$ cat src/design/game_pkg.sv
package game_pkg;

  // xga timing, 1024x768 active
  localparam logic [10:0] HOR_PIXELS  = 11'd1024;
  localparam logic [10:0] VER_PIXELS  = 11'd768;
  localparam logic [10:0] HOR_TOTAL   = 11'd1344;
  localparam logic [10:0] VER_TOTAL   = 11'd806;

  // sync spans, start inclusive, stop exclusive
  localparam logic [10:0] HSYNC_START = 11'd1048;
  localparam logic [10:0] HSYNC_STOP  = 11'd1184;
  localparam logic [10:0] VSYNC_START = 11'd771;
  localparam logic [10:0] VSYNC_STOP  = 11'd777;

  // scene colours, 4 bits per channel
  localparam logic [11:0] BLUE_BG       = 12'h4_8_f;
  localparam logic [11:0] GREY_BAND     = 12'h7_7_7;
  localparam logic [11:0] GREEN_GRASS   = 12'h2_a_2;
  localparam logic [11:0] GREY_GOALPOST = 12'hc_c_c;
  localparam logic [11:0] WHITE_NET     = 12'hf_f_f;
  localparam logic [11:0] WHITE_LINES   = 12'he_e_e;
  localparam logic [11:0] BALL_COLOR    = 12'hf_8_0;

  // goal frame
  localparam logic [10:0] SH_POST_OUTER_EDGE      = 11'd192;
  localparam logic [10:0] SH_POST_INNER_EDGE      = 11'd208;
  localparam logic [10:0] SH_POST_TOP_EDGE        = 11'd250;
  localparam logic [10:0] SH_CROSSBAR_BOTTOM_EDGE = 11'd266;
  localparam logic [10:0] SH_POST_BOTTOM_EDGE     = 11'd520;

  // net mesh pitch
  localparam logic [10:0] SH_NET_WIDTH = 11'd16;

  // banner and grass
  localparam logic [10:0] SH_BANNER_TOP   = 11'd440;
  localparam logic [10:0] SH_GRASS_HEIGHT = 11'd480;

  // six-yard box
  localparam logic [10:0] SH_SIX_YARD_LINE_EDGE = 11'd112;
  localparam logic [10:0] SH_SIX_YARD_LINE      = 11'd600;
  localparam logic [10:0] SH_LINE_WIDTH         = 11'd5;

  // penalty spot, centred on the screen
  localparam logic [10:0] SH_SPOT_X = HOR_PIXELS / 2;
  localparam logic [10:0] SH_SPOT_Y = 11'd730;

  // stepped disc, three rectangles by half-width and half-height
  localparam logic [10:0] SH_SPOT_WIDE_HW = 11'd25;
  localparam logic [10:0] SH_SPOT_WIDE_HH = 11'd10;
  localparam logic [10:0] SH_SPOT_MID_HW  = 11'd20;
  localparam logic [10:0] SH_SPOT_MID_HH  = 11'd15;
  localparam logic [10:0] SH_SPOT_TALL_HW = 11'd15;
  localparam logic [10:0] SH_SPOT_TALL_HH = 11'd20;

  // square ball edge length
  localparam logic [10:0] BALL_SIZE = 11'd16;

endpackage

$ cat src/design/vga_if.sv
`timescale 1ns/1ps

interface vga_if;

  logic [10:0] hcount;
  logic [10:0] vcount;
  logic        hsync;
  logic        vsync;
  logic        hblnk;
  logic        vblnk;
  logic [11:0] rgb;

  // producer side
  modport out (
    output hcount, vcount, hsync, vsync, hblnk, vblnk, rgb
  );

  // consumer side
  modport in (
    input hcount, vcount, hsync, vsync, hblnk, vblnk, rgb
  );

endinterface

$ cat src/design/vga_timing.sv
`timescale 1ns/1ps

module vga_timing (
  input  logic clk,
  input  logic rst,
  vga_if.out   out
);

  logic [10:0] hcount_nxt;
  logic [10:0] vcount_nxt;
  logic        hblnk_nxt;
  logic        vblnk_nxt;
  logic        hsync_nxt;
  logic        vsync_nxt;

  // counter advance, vertical steps on horizontal wrap
  always_comb begin
    if (out.hcount == game_pkg::HOR_TOTAL - 11'd1) begin
      hcount_nxt = '0;
      if (out.vcount == game_pkg::VER_TOTAL - 11'd1) begin
        vcount_nxt = '0;
      end else begin
        vcount_nxt = out.vcount + 11'd1;
      end
    end else begin
      hcount_nxt = out.hcount + 11'd1;
      vcount_nxt = out.vcount;
    end
  end

  // decode from the next values so everything lands in the same register stage
  always_comb begin
    hblnk_nxt = (hcount_nxt >= game_pkg::HOR_PIXELS);
    vblnk_nxt = (vcount_nxt >= game_pkg::VER_PIXELS);
    hsync_nxt = (hcount_nxt >= game_pkg::HSYNC_START) && (hcount_nxt < game_pkg::HSYNC_STOP);
    vsync_nxt = (vcount_nxt >= game_pkg::VSYNC_START) && (vcount_nxt < game_pkg::VSYNC_STOP);
  end

  always_ff @(posedge clk) begin
    if (rst) begin
      out.hcount <= '0;
      out.vcount <= '0;
      out.hblnk  <= 1'b0;
      out.vblnk  <= 1'b0;
      out.hsync  <= 1'b0;
      out.vsync  <= 1'b0;
    end else begin
      out.hcount <= hcount_nxt;
      out.vcount <= vcount_nxt;
      out.hblnk  <= hblnk_nxt;
      out.vblnk  <= vblnk_nxt;
      out.hsync  <= hsync_nxt;
      out.vsync  <= vsync_nxt;
    end
  end

  // timing source carries no picture
  assign out.rgb = '0;

endmodule

$ cat src/design/draw_background.sv
`timescale 1ns/1ps

module draw_background (
  input  logic clk,
  input  logic rst,
  vga_if.in    in,
  vga_if.out   out
);

  logic [11:0] rgb_nxt;
  logic [10:0] net_col_ofs;
  logic [10:0] net_row_ofs;
  logic        in_frame;
  logic        in_mouth;
  logic        on_net;
  logic        on_goal_line;
  logic        on_box;
  logic        on_spot;

  // offsets into the net mesh
  assign net_col_ofs = in.hcount - game_pkg::SH_POST_INNER_EDGE;
  assign net_row_ofs = in.vcount - game_pkg::SH_CROSSBAR_BOTTOM_EDGE;

  always_comb begin
    in_frame = (in.hcount >= game_pkg::SH_POST_OUTER_EDGE) &&
               (in.hcount < game_pkg::HOR_PIXELS - game_pkg::SH_POST_OUTER_EDGE) &&
               (in.vcount >= game_pkg::SH_POST_TOP_EDGE) &&
               (in.vcount < game_pkg::SH_POST_BOTTOM_EDGE);
    in_mouth = (in.hcount >= game_pkg::SH_POST_INNER_EDGE) &&
               (in.hcount < game_pkg::HOR_PIXELS - game_pkg::SH_POST_INNER_EDGE) &&
               (in.vcount > game_pkg::SH_CROSSBAR_BOTTOM_EDGE) &&
               (in.vcount < game_pkg::SH_POST_BOTTOM_EDGE);

    // vertical strands reach the grass row, horizontal ones stop just above it
    on_net = in_mouth &&
             (((net_col_ofs % game_pkg::SH_NET_WIDTH) == '0 &&
               in.vcount <= game_pkg::SH_GRASS_HEIGHT) ||
              ((net_row_ofs % game_pkg::SH_NET_WIDTH) == '0 &&
               in.vcount < game_pkg::SH_GRASS_HEIGHT));

    on_goal_line = (in.vcount >= game_pkg::SH_POST_BOTTOM_EDGE) &&
                   (in.vcount < game_pkg::SH_POST_BOTTOM_EDGE + game_pkg::SH_LINE_WIDTH);

    // box outline, inner hole cut out of the outer rectangle
    on_box = (in.hcount >= game_pkg::SH_SIX_YARD_LINE_EDGE) &&
             (in.hcount < game_pkg::HOR_PIXELS - game_pkg::SH_SIX_YARD_LINE_EDGE) &&
             (in.vcount >= game_pkg::SH_POST_BOTTOM_EDGE) &&
             (in.vcount < game_pkg::SH_SIX_YARD_LINE + game_pkg::SH_LINE_WIDTH) &&
             !((in.hcount >= game_pkg::SH_SIX_YARD_LINE_EDGE + game_pkg::SH_LINE_WIDTH) &&
               (in.hcount < game_pkg::HOR_PIXELS - game_pkg::SH_SIX_YARD_LINE_EDGE -
                            game_pkg::SH_LINE_WIDTH) &&
               (in.vcount < game_pkg::SH_SIX_YARD_LINE));

    // stepped disc from three overlapping rectangles
    on_spot =
      ((in.hcount >= game_pkg::SH_SPOT_X - game_pkg::SH_SPOT_WIDE_HW) &&
       (in.hcount <= game_pkg::SH_SPOT_X + game_pkg::SH_SPOT_WIDE_HW) &&
       (in.vcount >= game_pkg::SH_SPOT_Y - game_pkg::SH_SPOT_WIDE_HH) &&
       (in.vcount <= game_pkg::SH_SPOT_Y + game_pkg::SH_SPOT_WIDE_HH)) ||
      ((in.hcount >= game_pkg::SH_SPOT_X - game_pkg::SH_SPOT_MID_HW) &&
       (in.hcount <= game_pkg::SH_SPOT_X + game_pkg::SH_SPOT_MID_HW) &&
       (in.vcount >= game_pkg::SH_SPOT_Y - game_pkg::SH_SPOT_MID_HH) &&
       (in.vcount <= game_pkg::SH_SPOT_Y + game_pkg::SH_SPOT_MID_HH)) ||
      ((in.hcount >= game_pkg::SH_SPOT_X - game_pkg::SH_SPOT_TALL_HW) &&
       (in.hcount <= game_pkg::SH_SPOT_X + game_pkg::SH_SPOT_TALL_HW) &&
       (in.vcount >= game_pkg::SH_SPOT_Y - game_pkg::SH_SPOT_TALL_HH) &&
       (in.vcount <= game_pkg::SH_SPOT_Y + game_pkg::SH_SPOT_TALL_HH));
  end

  // first match wins, blanking always black
  always_comb begin
    if (in.hblnk || in.vblnk) begin
      rgb_nxt = '0;
    end else if (in_frame && !in_mouth) begin
      rgb_nxt = game_pkg::GREY_GOALPOST;
    end else if (on_net) begin
      rgb_nxt = game_pkg::WHITE_NET;
    end else if (on_goal_line || on_box || on_spot) begin
      rgb_nxt = game_pkg::WHITE_LINES;
    end else if (in.vcount >= game_pkg::SH_BANNER_TOP &&
                 in.vcount <= game_pkg::SH_GRASS_HEIGHT) begin
      rgb_nxt = game_pkg::GREY_BAND;
    end else if (in.vcount > game_pkg::SH_GRASS_HEIGHT) begin
      rgb_nxt = game_pkg::GREEN_GRASS;
    end else begin
      rgb_nxt = game_pkg::BLUE_BG;
    end
  end

  always_ff @(posedge clk) begin
    if (rst) begin
      out.hcount <= '0;
      out.vcount <= '0;
      out.hblnk  <= 1'b0;
      out.vblnk  <= 1'b0;
      out.hsync  <= 1'b0;
      out.vsync  <= 1'b0;
      out.rgb    <= '0;
    end else begin
      out.hcount <= in.hcount;
      out.vcount <= in.vcount;
      out.hblnk  <= in.hblnk;
      out.vblnk  <= in.vblnk;
      out.hsync  <= in.hsync;
      out.vsync  <= in.vsync;
      out.rgb    <= rgb_nxt;
    end
  end

endmodule

$ cat src/design/draw_ball.sv
`timescale 1ns/1ps

module draw_ball (
  input  logic        clk,
  input  logic        rst,
  vga_if.in           in,
  input  logic [10:0] ball_x,
  input  logic [10:0] ball_y,
  input  logic        ball_we,
  output logic        hsync,
  output logic        vsync,
  output logic [11:0] rgb
);

  logic [10:0] pend_x;
  logic [10:0] pend_y;
  logic [10:0] act_x;
  logic [10:0] act_y;
  logic [11:0] ball_x_end;
  logic [11:0] ball_y_end;
  logic        frame_swap;
  logic        in_ball;

  // first line of vertical blanking, new position is safe to take
  assign frame_swap = (in.hcount == '0) && (in.vcount == game_pkg::VER_PIXELS);

  // latest write wins until the swap
  always_ff @(posedge clk) begin
    if (rst) begin
      pend_x <= '0;
      pend_y <= '0;
      act_x  <= '0;
      act_y  <= '0;
    end else begin
      if (ball_we) begin
        pend_x <= ball_x;
        pend_y <= ball_y;
      end
      if (frame_swap) begin
        act_x <= pend_x;
        act_y <= pend_y;
      end
    end
  end

  // one extra bit so the far edge never wraps
  assign ball_x_end = {1'b0, act_x} + {1'b0, game_pkg::BALL_SIZE};
  assign ball_y_end = {1'b0, act_y} + {1'b0, game_pkg::BALL_SIZE};

  assign in_ball = !in.hblnk && !in.vblnk &&
                   (in.hcount >= act_x) && ({1'b0, in.hcount} < ball_x_end) &&
                   (in.vcount >= act_y) && ({1'b0, in.vcount} < ball_y_end);

  always_ff @(posedge clk) begin
    if (rst) begin
      hsync <= 1'b0;
      vsync <= 1'b0;
      rgb   <= '0;
    end else begin
      hsync <= in.hsync;
      vsync <= in.vsync;
      rgb   <= in_ball ? game_pkg::BALL_COLOR : in.rgb;
    end
  end

endmodule

$ cat src/design/shooter_display.sv
`timescale 1ns/1ps

module shooter_display (
  input  logic        clk,
  input  logic        rst,
  input  logic [10:0] ball_x,
  input  logic [10:0] ball_y,
  input  logic        ball_we,
  output logic        hsync,
  output logic        vsync,
  output logic [11:0] rgb
);

  // timing -> background -> ball
  vga_if tim ();
  vga_if bg ();

  vga_timing vga_timing_inst (
    .clk (clk),
    .rst (rst),
    .out (tim.out)
  );

  draw_background draw_background_inst (
    .clk (clk),
    .rst (rst),
    .in  (tim.in),
    .out (bg.out)
  );

  // ball overlay also retimes sync to match the picture
  draw_ball draw_ball_inst (
    .clk     (clk),
    .rst     (rst),
    .in      (bg.in),
    .ball_x  (ball_x),
    .ball_y  (ball_y),
    .ball_we (ball_we),
    .hsync   (hsync),
    .vsync   (vsync),
    .rgb     (rgb)
  );

endmodule

$ cat config.mk
export PLATFORM = sky130hd
export DESIGN_NAME = shooter_display
export DESIGN_NICKNAME = d
export VERILOG_FILES = /design/src/design/game_pkg.sv /design/src/design/vga_if.sv /design/src/design/vga_timing.sv /design/src/design/draw_background.sv /design/src/design/draw_ball.sv /design/src/design/shooter_display.sv
export SDC_FILE = /design/constraint.sdc
export NUM_CORES = 1
export LEC_CHECK = 0
export ABC_AREA = 1
export BUFFER_PORTS_ARGS = -buffer_cell sky130_fd_sc_hd__buf_4
export CAP_MARGIN = 5
export CORE_ASPECT_RATIO = 0.5
export CORE_MARGIN = 5
export CORE_UTILIZATION = 61
export CTS_BUF_LIST = sky130_fd_sc_hd__clkbuf_8
export DETAILED_ROUTE_END_ITERATION = 10
export MAX_ROUTING_LAYER = met4
export PLACE_DENSITY = 0.88
export RECOVER_POWER = 100
export SLEW_MARGIN = 0
export SYNTH_ARGS = -nofsm -noshare
export SYNTH_HDL_FRONTEND = slang
export SYNTH_SLANG_ARGS = --single-unit
$ cat constraint.sdc
create_clock -name clk -period 3.1 [get_ports clk]
set_clock_uncertainty 0.05 [all_clocks]
set_input_delay 0.155 -clock clk [delete_from_list [all_inputs] [get_ports clk]]
set_output_delay 0.155 -clock clk [all_outputs]
set_load 0.005 [all_outputs]
==> summary.txt, run 1 <==
Routing
  • Antenna Violating Nets Remaining: 0
  • DRT iter0 DRCs: 649
  • Post-route DRC violation count: 0
  • 1st-pass router iterations: 7
  • Total Wirelength: 17.03 mm
  • Via count: 6,272
  • DR vias/cell: 5.507
  • Wire per inst: 14.95 um

Synthesis
  • Most frequent cell after synthesis: nor2_1
  • Synth area leaders: dfxtp_1 (37%), nor2_1 (11%), ha_1 (9.5%)
  • Leading area contributor after synthesis: dfxtp_1
  • Top cells by count, synth: nor2_1 (186), nand2_1 (162), dfxtp_1 (119)
  • Ys async rst share: 0%
  • Most used DFF post-synth: dfxtp_1
  • Avg Cell Area, Syn: 6.932 um2
  • Synth Cell Area: 6467 um2
  • Syn Inst Count: 933
  • Synth top area share: 36.83%
  • Number of synthesized register bits: 119
  • Register area share after synthesis: 36.83%
  • Number of warnings issued by yosys: 0
  • Synth cell types: 37
  • Post-synth EDFFs: 0
  • Syn nets: 1,007

Floorplanning
  • DIE AREA: 12,890 um2
  • Top Ports: 39
  • Core area: 10,280 um2
  • Initial Util: 62.91%
  • Num rows: 26
  • Die width: 155.6 um
  • Die height: 82.81 um

Clock network
  • Root buf cell: clkbuf_8
  • Clock Pin Slew Worst Setup and Hold Paths: 0.08 ns
  • CTS sink cnt: 119
  • Num CTS Buffers: 17
  • Longest Clk Path Bufs: 2
  • Clock Latency Late Sink: 0.43 ns
  • CTS tree: done
  • PostCTS Resize Cnt: 0
  • H-tree Lvls: 4

GRT
  • Initial antenna violation count: 0
  • Maximum number of pins on one net before global-route repair: 57
  • Vias in the first global route: 5,989
  • Overflow left after global routing: 0
  • GR Util All Layers: 27.70%
  • First-pass GRT wire length: 28.60 mm

Worst setup path
  • R2R setup slack: 0.48 ns
  • Delay-heaviest family, CP: simple AND/OR/NAND/NOR gates
  • Worst path slowest cell: dfxtp_1
  • Crit path DAT: 2.88 ns
  • CP bufs+invs: 1
  • CP most frequent cell: nand2_1
  • CP Launch Type: flip-flop
  • Max FO, Critical Path: 7
  • Crit Path Class: reg2reg
  • CP required: 3.37 ns
  • Worst path cell trace: inv_1, nor3_2, nand3_1, xor2_1, ha_1, a21o_1, nand3_1, nand2_1, a21oi_1, nand2_1, nor2_1, nand2_1, nand2_1, nor2_1
  • Worst Setup End Kind: flip-flop
  • Critical Path Max Stage Delay: 0.36 ns

Timing
  • Peak Freq: 0.3824 GHz
  • Final setup vio count: 0
  • Final min period: 2.615 ns
  • Max-slew violation count: 57
  • Fin. Hold Viols: 0
  • Worst-margin pin slew: 2.299 ns
  • Tcrit/Tclk final: 84.36%
  • Slew HR: -53.26%
  • Hold_ws: 0.07619 ns
  • Sum Neg Setup Slack: 0 ns
  • Unrepaired setup endpoints after global routing: false

Finish
  • Layout overhead on the synthesized area: 14.78%
  • Fraction of layout cells with a size suffix above 1: 7.608%
  • Utilization after layout: 72.21%
  • ANT cells: 0
  • Final std cells w/o fill: 1,139
  • Fill cells: 796
  • Nets: 1,061

Place
  • # placed instances: 1,086
  • Hpwl dp: 11.84 mm
  • # port buffers: 38
  • Final RePlAce weighted congestion: 0.9561

Status
  • Status: finished, violations left
  • Failing checks: max-capacitance violations, max-slew violations

Power
  • P_leak: 3.495 nW
  • Peak VDD IR: 0.2668 mV
  • P per Cell Area: 446.7 nW/um2
  • Total design power: 3.316 mW

Hold path
  • Min-delay worst type: in2reg

Job
  • Max-cap viol count: 1
## kinds of logic after synthesis
group                    after synthesis  share of synthesized area [%]
flip-flops                           119                          36.83
AO/OA/AOI/OAI                        136                          11.16
buffers and inverters                139                          8.609
adder cells (fa/ha/maj)               49                          9.480
AND/OR/NAND/NOR                      469                          31.07
XOR/XNOR                              21                          2.844
## cell usage in the layout (no fill, tap or decap), types with 2 or more instances in the layout
master         netlist  layout
o211ai_1             3       3
buf_4                0      25
clkbuf_8             0      18
nand2_2              3       2
clkinv_4             0       3
xnor2_1              3       3
dfxtp_1            119     119
bufinv_16            0       4
a21oi_1             62      63
nor3b_1              2       2
ha_1                49      49
inv_6                0       4
clkbuf_1            18       3
dlygate4sd3_1        0      22
clkbuf_4             0      12
inv_1              104     108
o21a_1               4       4
a21o_1               2       2
nand3_2              2       2
nand3b_1             8       8
nor4_1               4       4
clkinv_1             3       3
nor2_1             186     187
nor3_1              13      13
nand2_1            162     163
a21boi_0             1       2
nand3_1             70      71
nand4_1             13      13
xor2_1              18      18
o21ai_0             60      61
## state kept, by name (all words and copies together), names as in the netlist, 9 cells and up
signal	count
draw_ball_inst.pend_y	11
draw_background_inst.out.rgb	9
draw_ball_inst.rgb	12
draw_ball_inst.pend_x	11
vga_timing_inst.out.vcount	11
draw_ball_inst.act_x	11
draw_background_inst.out.hcount	11
vga_timing_inst.out.hcount	11
draw_background_inst.out.vcount	11
draw_ball_inst.act_y	11
## metal layers
metal	track usage, %	vias to the layer above	routed length [um]
li1	-	3118	-
met4	7.863	0	275
met1	37.21	2847	7919
met2	42.51	268	7556
met5	-	-	0
met3	5.711	39	1280
## worst paths after layout
check	end	startpoint	depth (start not counted)
worst max-delay path	draw_ball_inst.rgb[0]	draw_ball_inst.act_x[4]	14
worst min-delay path	draw_ball_inst.pend_y[9]	ball_we	3
worst max register to register	draw_ball_inst.rgb[0]	draw_ball_inst.act_x[4]	14
worst min register to register	draw_ball_inst.vsync	draw_background_inst.out.vsync	2
## stage by stage
stage / cell area [um2] / worst slack, ns
final: 7423 / 0.4848
after global routing: 7423 / 0.1420
after CTS: 7468 / 0.5082
after detailed placement: 6807 / 0.5826
after global placement: 6807 / 0.7157
after floorplan: 6467 / 0.9387
## where the power goes
| group | switching, mW | internal, mW | total, mW | leakage [nW] |
|---|---|---|---|---|
| Combinational | 0.0923 | 0.0746 | 0.167 | 2.31 |
| Clock | 0.663 | 0.905 | 1.57 | 0.220 |
| Sequential | 0.0192 | 1.56 | 1.58 | 0.969 |
| Total | 0.774 | 2.54 | 3.32 | 3.50 |
## area by class of cell
| cell class | count | area [um2] | share of cell area (%) |
|---|---|---|---|
| Sequential cell | 119 | 2382 | 32.09 |
| Clock buffer | 18 | 247.7 | 3.337 |
| Timing Repair Buffer | 62 | 509.2 | 6.860 |
| Tap cell | 140 | 175.2 | 2.360 |
| Inverter | 112 | 420.4 | 5.663 |
| Clock inverter | 13 | 193.9 | 2.613 |
| Multi-Input combinational cell | 675 | 3495 | 47.08 |
## tightest hold or removal path, stage by stage
cell and delay [ns]:
buf_4 0.20, o21ai_0 0.10, nor2_1 0.07
## what timing repair did
item,CTS,global route
setup buffers,0,0
hold buffers,22,0
hold endpoints to repair,22,0
No activity file was read; power rests on OpenSTA's default activity.
==> run 2: changes to the inputs <==
--- a/config.mk
+++ b/config.mk
@@ -10,11 +10,11 @@
 export CAP_MARGIN = 5
 export CORE_ASPECT_RATIO = 0.5
 export CORE_MARGIN = 5
-export CORE_UTILIZATION = 61
+export CORE_UTILIZATION = 57
 export CTS_BUF_LIST = sky130_fd_sc_hd__clkbuf_8
 export DETAILED_ROUTE_END_ITERATION = 10
 export MAX_ROUTING_LAYER = met4
-export PLACE_DENSITY = 0.88
+export PLACE_DENSITY = 0.86
 export RECOVER_POWER = 100
 export SLEW_MARGIN = 0
 export SYNTH_ARGS = -nofsm -noshare
==> constraint.sdc (replaced) <==
create_clock -name clk -period 2.38 [get_ports clk]
set_clock_uncertainty 0.05 [all_clocks]
set_input_delay 0.119 -clock clk [delete_from_list [all_inputs] [get_ports clk]]
set_output_delay 0.119 -clock clk [all_outputs]
set_load 0.005 [all_outputs]
==> summary.txt, run 2 (same netlist as run 1, synthesis figures left out) <==
Clock network
  • Longest Clk Path Bufs: 2 (unchanged)
  • H-tree Lvls: 4 (unchanged)
  • Clock Latency Late Sink: 0.44 ns (about the same)
  • Root buf cell: clkbuf_8
  • Clock Pin Slew Worst Setup and Hold Paths: 0.08 ns (about the same)
  • CTS sink cnt: 119 (unchanged)
  • CTS tree: done
  • Num CTS Buffers: 17 (unchanged)

Floorplanning
  • Core area: 11,050 um2 (+7.5%)
  • DIE AREA: 13,710 um2 (+6.4%)
  • Top Ports: 39 (unchanged)
  • Die width: 160.6 um (+3.2%)
  • Die height: 85.32 um (+3.0%)
  • Num rows: 27 (+3.8%)
  • Initial Util: 58.55% (-4.4 points)

Finish
  • Layout overhead on the synthesized area: 17.47%
  • Fill cells: 934 (+17%)
  • Multi-input gate area: 3592 um2 (+2.8%)
  • Nets: 1,080 (+1.8%)
  • Largest reg by FF count: draw_ball_inst.rgb
  • ANT cells: 0 (unchanged)
  • Largest register FFs: 12 (unchanged)
  • Reg area: 2386 um2 (+0.16%)
  • Commonest non-fill, non-tap cell in the layout: nor2_1
  • Commonest cells after routing, fill and taps aside: nor2_1 (183), nand2_1 (159), dfxtp_1 (116)
  • Fraction of layout cells with a size suffix above 1: 12.37% (+4.8 points)
  • Utilization after layout: 68.77% (-3.4 points)

Timing
  • Sum Neg Setup Slack: 0 ns (unchanged)
  • Final min period: 2.362 ns (-0.2535 ns)
  • Worst-margin pin slew: 0.6188 ns (-1.680 ns)
  • Max-slew violation count: 0 (-100%)
  • Slew HR: 58.70% (+110 points)
  • Tcrit/Tclk final: 99.23% (+15 points)
  • Final setup vio count: 0 (unchanged)
  • Fin. Hold Viols: 0 (unchanged)
  • Peak Freq: 0.4234 GHz (+11%)
  • Unrepaired setup endpoints after global routing: true

Job
  • Max-cap viol count: 0 (-1)

Worst setup path
  • R2R Path End: draw_ball_inst.rgb[10]
  • R2R depth: 15 (+1)
  • Crit path DAT: 2.68 ns (-0.20 ns)
  • RR Startpoint: draw_ball_inst.act_x[4]
  • Worst Setup EP: draw_ball_inst.rgb[10]
  • Worst Setup End Kind: flip-flop
  • CP required: 2.70 ns (-0.67 ns)
  • R2R setup slack: 0.02 ns (-0.47 ns)
  • Max FO, Critical Path: 5 (-2)
  • Crit Path Class: reg2reg
  • Worst path cell trace: buf_4, ha_1, nand2_1, nor2_2, nand3_1, xor2_1, ha_1, nand2_1, nor2_2, a21oi_2, nand2_2, nor2_4, nand2_4, buf_6, a21oi_2
  • Worst path slowest cell: dfxtp_2
  • Setup crit start: draw_ball_inst.act_x[4]
  • Critical Path Max Stage Delay: 0.34 ns (-0.02 ns)
  • CP Launch Type: flip-flop

Place
  • Hpwl dp: 12.10 mm (+2.3%)
  • # port buffers: 38 (unchanged)
  • Final RePlAce weighted congestion: 0.9677 (+1.2%)

GRT
  • GR Util All Layers: 26.27% (-1.4 points)
  • Global routing's busiest layer: met2
  • First-pass GRT wire length: 28.66 mm (+0.22%)
  • Overflow left after global routing: 0 (unchanged)
  • GR Util met3: 4.949% (-0.76 points)
  • Maximum number of pins on one net before global-route repair: 46 (-19%)
  • GR Util met1: 34.97% (-2.2 points)
  • Vias in the first global route: 5,940 (-0.82%)
  • Met2 Use GR: 40.02% (-2.5 points)
  • Initial antenna violation count: 0 (unchanged)

Routing
  • 1st-pass router iterations: 6 (-1)
  • DR vias/cell: 5.424 (-1.5%)
  • Wire per inst: 14.77 um (-1.2%)
  • Antenna Violating Nets Remaining: 0 (unchanged)
  • DRT iter0 DRCs: 659 (+1.5%)
  • Post-route DRC violation count: 0 (unchanged)
  • Total Wirelength: 17.19 mm (+0.93%)
  • Via count: 6,314 (+0.67%)

Power
  • P_leak: 3.597 nW (+2.9%)
  • P per Cell Area: 518.3 nW/um2 (+16%)
  • Peak VDD IR: 0.3007 mV (+13%)

Status
  • Status: completed

Hold path
  • Min-delay worst type: in2reg
## run 2: cell types whose count changed in the layout (fill, tap and decap cells not counted), sizes merged
cell and change:
clkbuf -15, buf +33, clkinvlp +4, bufinv -4
dlygate4sd3 +1, inv +1
## run 2: timing repair
| action | CTS | global route |
|---|---|---|
| setup endpoints to repair | 12 | 12 |
| pin swaps | 2 | 7 |
| buffers inserted | 0 | 3 |
| gates resized for setup | 5 | 19 |
| endpoints found under the hold margin | 41 | 0 |
| hold buffers | 23 | 0 |
## run 2: cell type report
cell class,instances,area share [%]
timing repair buffer,81,8.811
tap,145,2.388
clock inverter,14,1.318
multi-input combinational,675,47.28
inverter,112,5.534
sequential,119,31.41
clock buffer,18,3.261
## run 2: where the power goes
group	leakage, nW	switching (mW)	internal (mW)
registers	0.970	0.0238	2.03
clock network	0.169	0.902	0.749
logic	2.46	0.122	0.106
total	3.60	1.05	2.89
## run 2: worst min-delay path by stage
stage	from	endpoint	slack, ns	cells after the start
after floorplan	ball_x[0]	draw_ball_inst.pend_x[0]	0.20	2
final	ball_we	draw_ball_inst.pend_y[9]	0.04	3
after detailed placement	ball_x[8]	draw_ball_inst.pend_x[8]	0.29	3
after global placement	ball_y[5]	draw_ball_inst.pend_y[5]	0.29	3
after global routing	ball_we	draw_ball_inst.pend_y[8]	0.06	3
after CTS	ball_we	draw_ball_inst.pend_y[6]	0.02	3
## run 2: worst max-delay path, delay by kind of cell (launching register included)
family          cells  cell delay [ns]
flops               1             0.34
compound gates      2             0.25
xor+xnor            1             0.17
buf+inv             2             0.25
fa+ha+maj           2             0.47
simple gates        8             0.77
## run 2: through the flow
stage | setup slack [ns] | cell area, um2 | std cells | power, mW | hold WS, ns
2_1_floorplan | 0.2187 | 6467 | 933 | 2.210 | 0.2039
3_3_place_gp | 0.1329 | 6925 | 1106 | 2.283 | 0.2898
3_5_place_dp | 0.02418 | 6925 | 1106 | 2.287 | 0.2936
4_1_cts | 0.01323 | 7513 | 1161 | 3.946 | 0.01773
5_1_grt | -0.1187 | 7597 | 1164 | 4.099 | 0.05728
6_report | 0.01827 | 7597 | 1164 | 3.937 | 0.04162
## run 2: layer usage
| metal | vias up | routed length, um |
|---|---|---|
| li1 | 3157 | - |
| met3 | 34 | 1404 |
| met1 | 2883 | 7890 |
| met2 | 240 | 7554 |
| met4 | 0 | 340 |
| met5 | - | 0 |
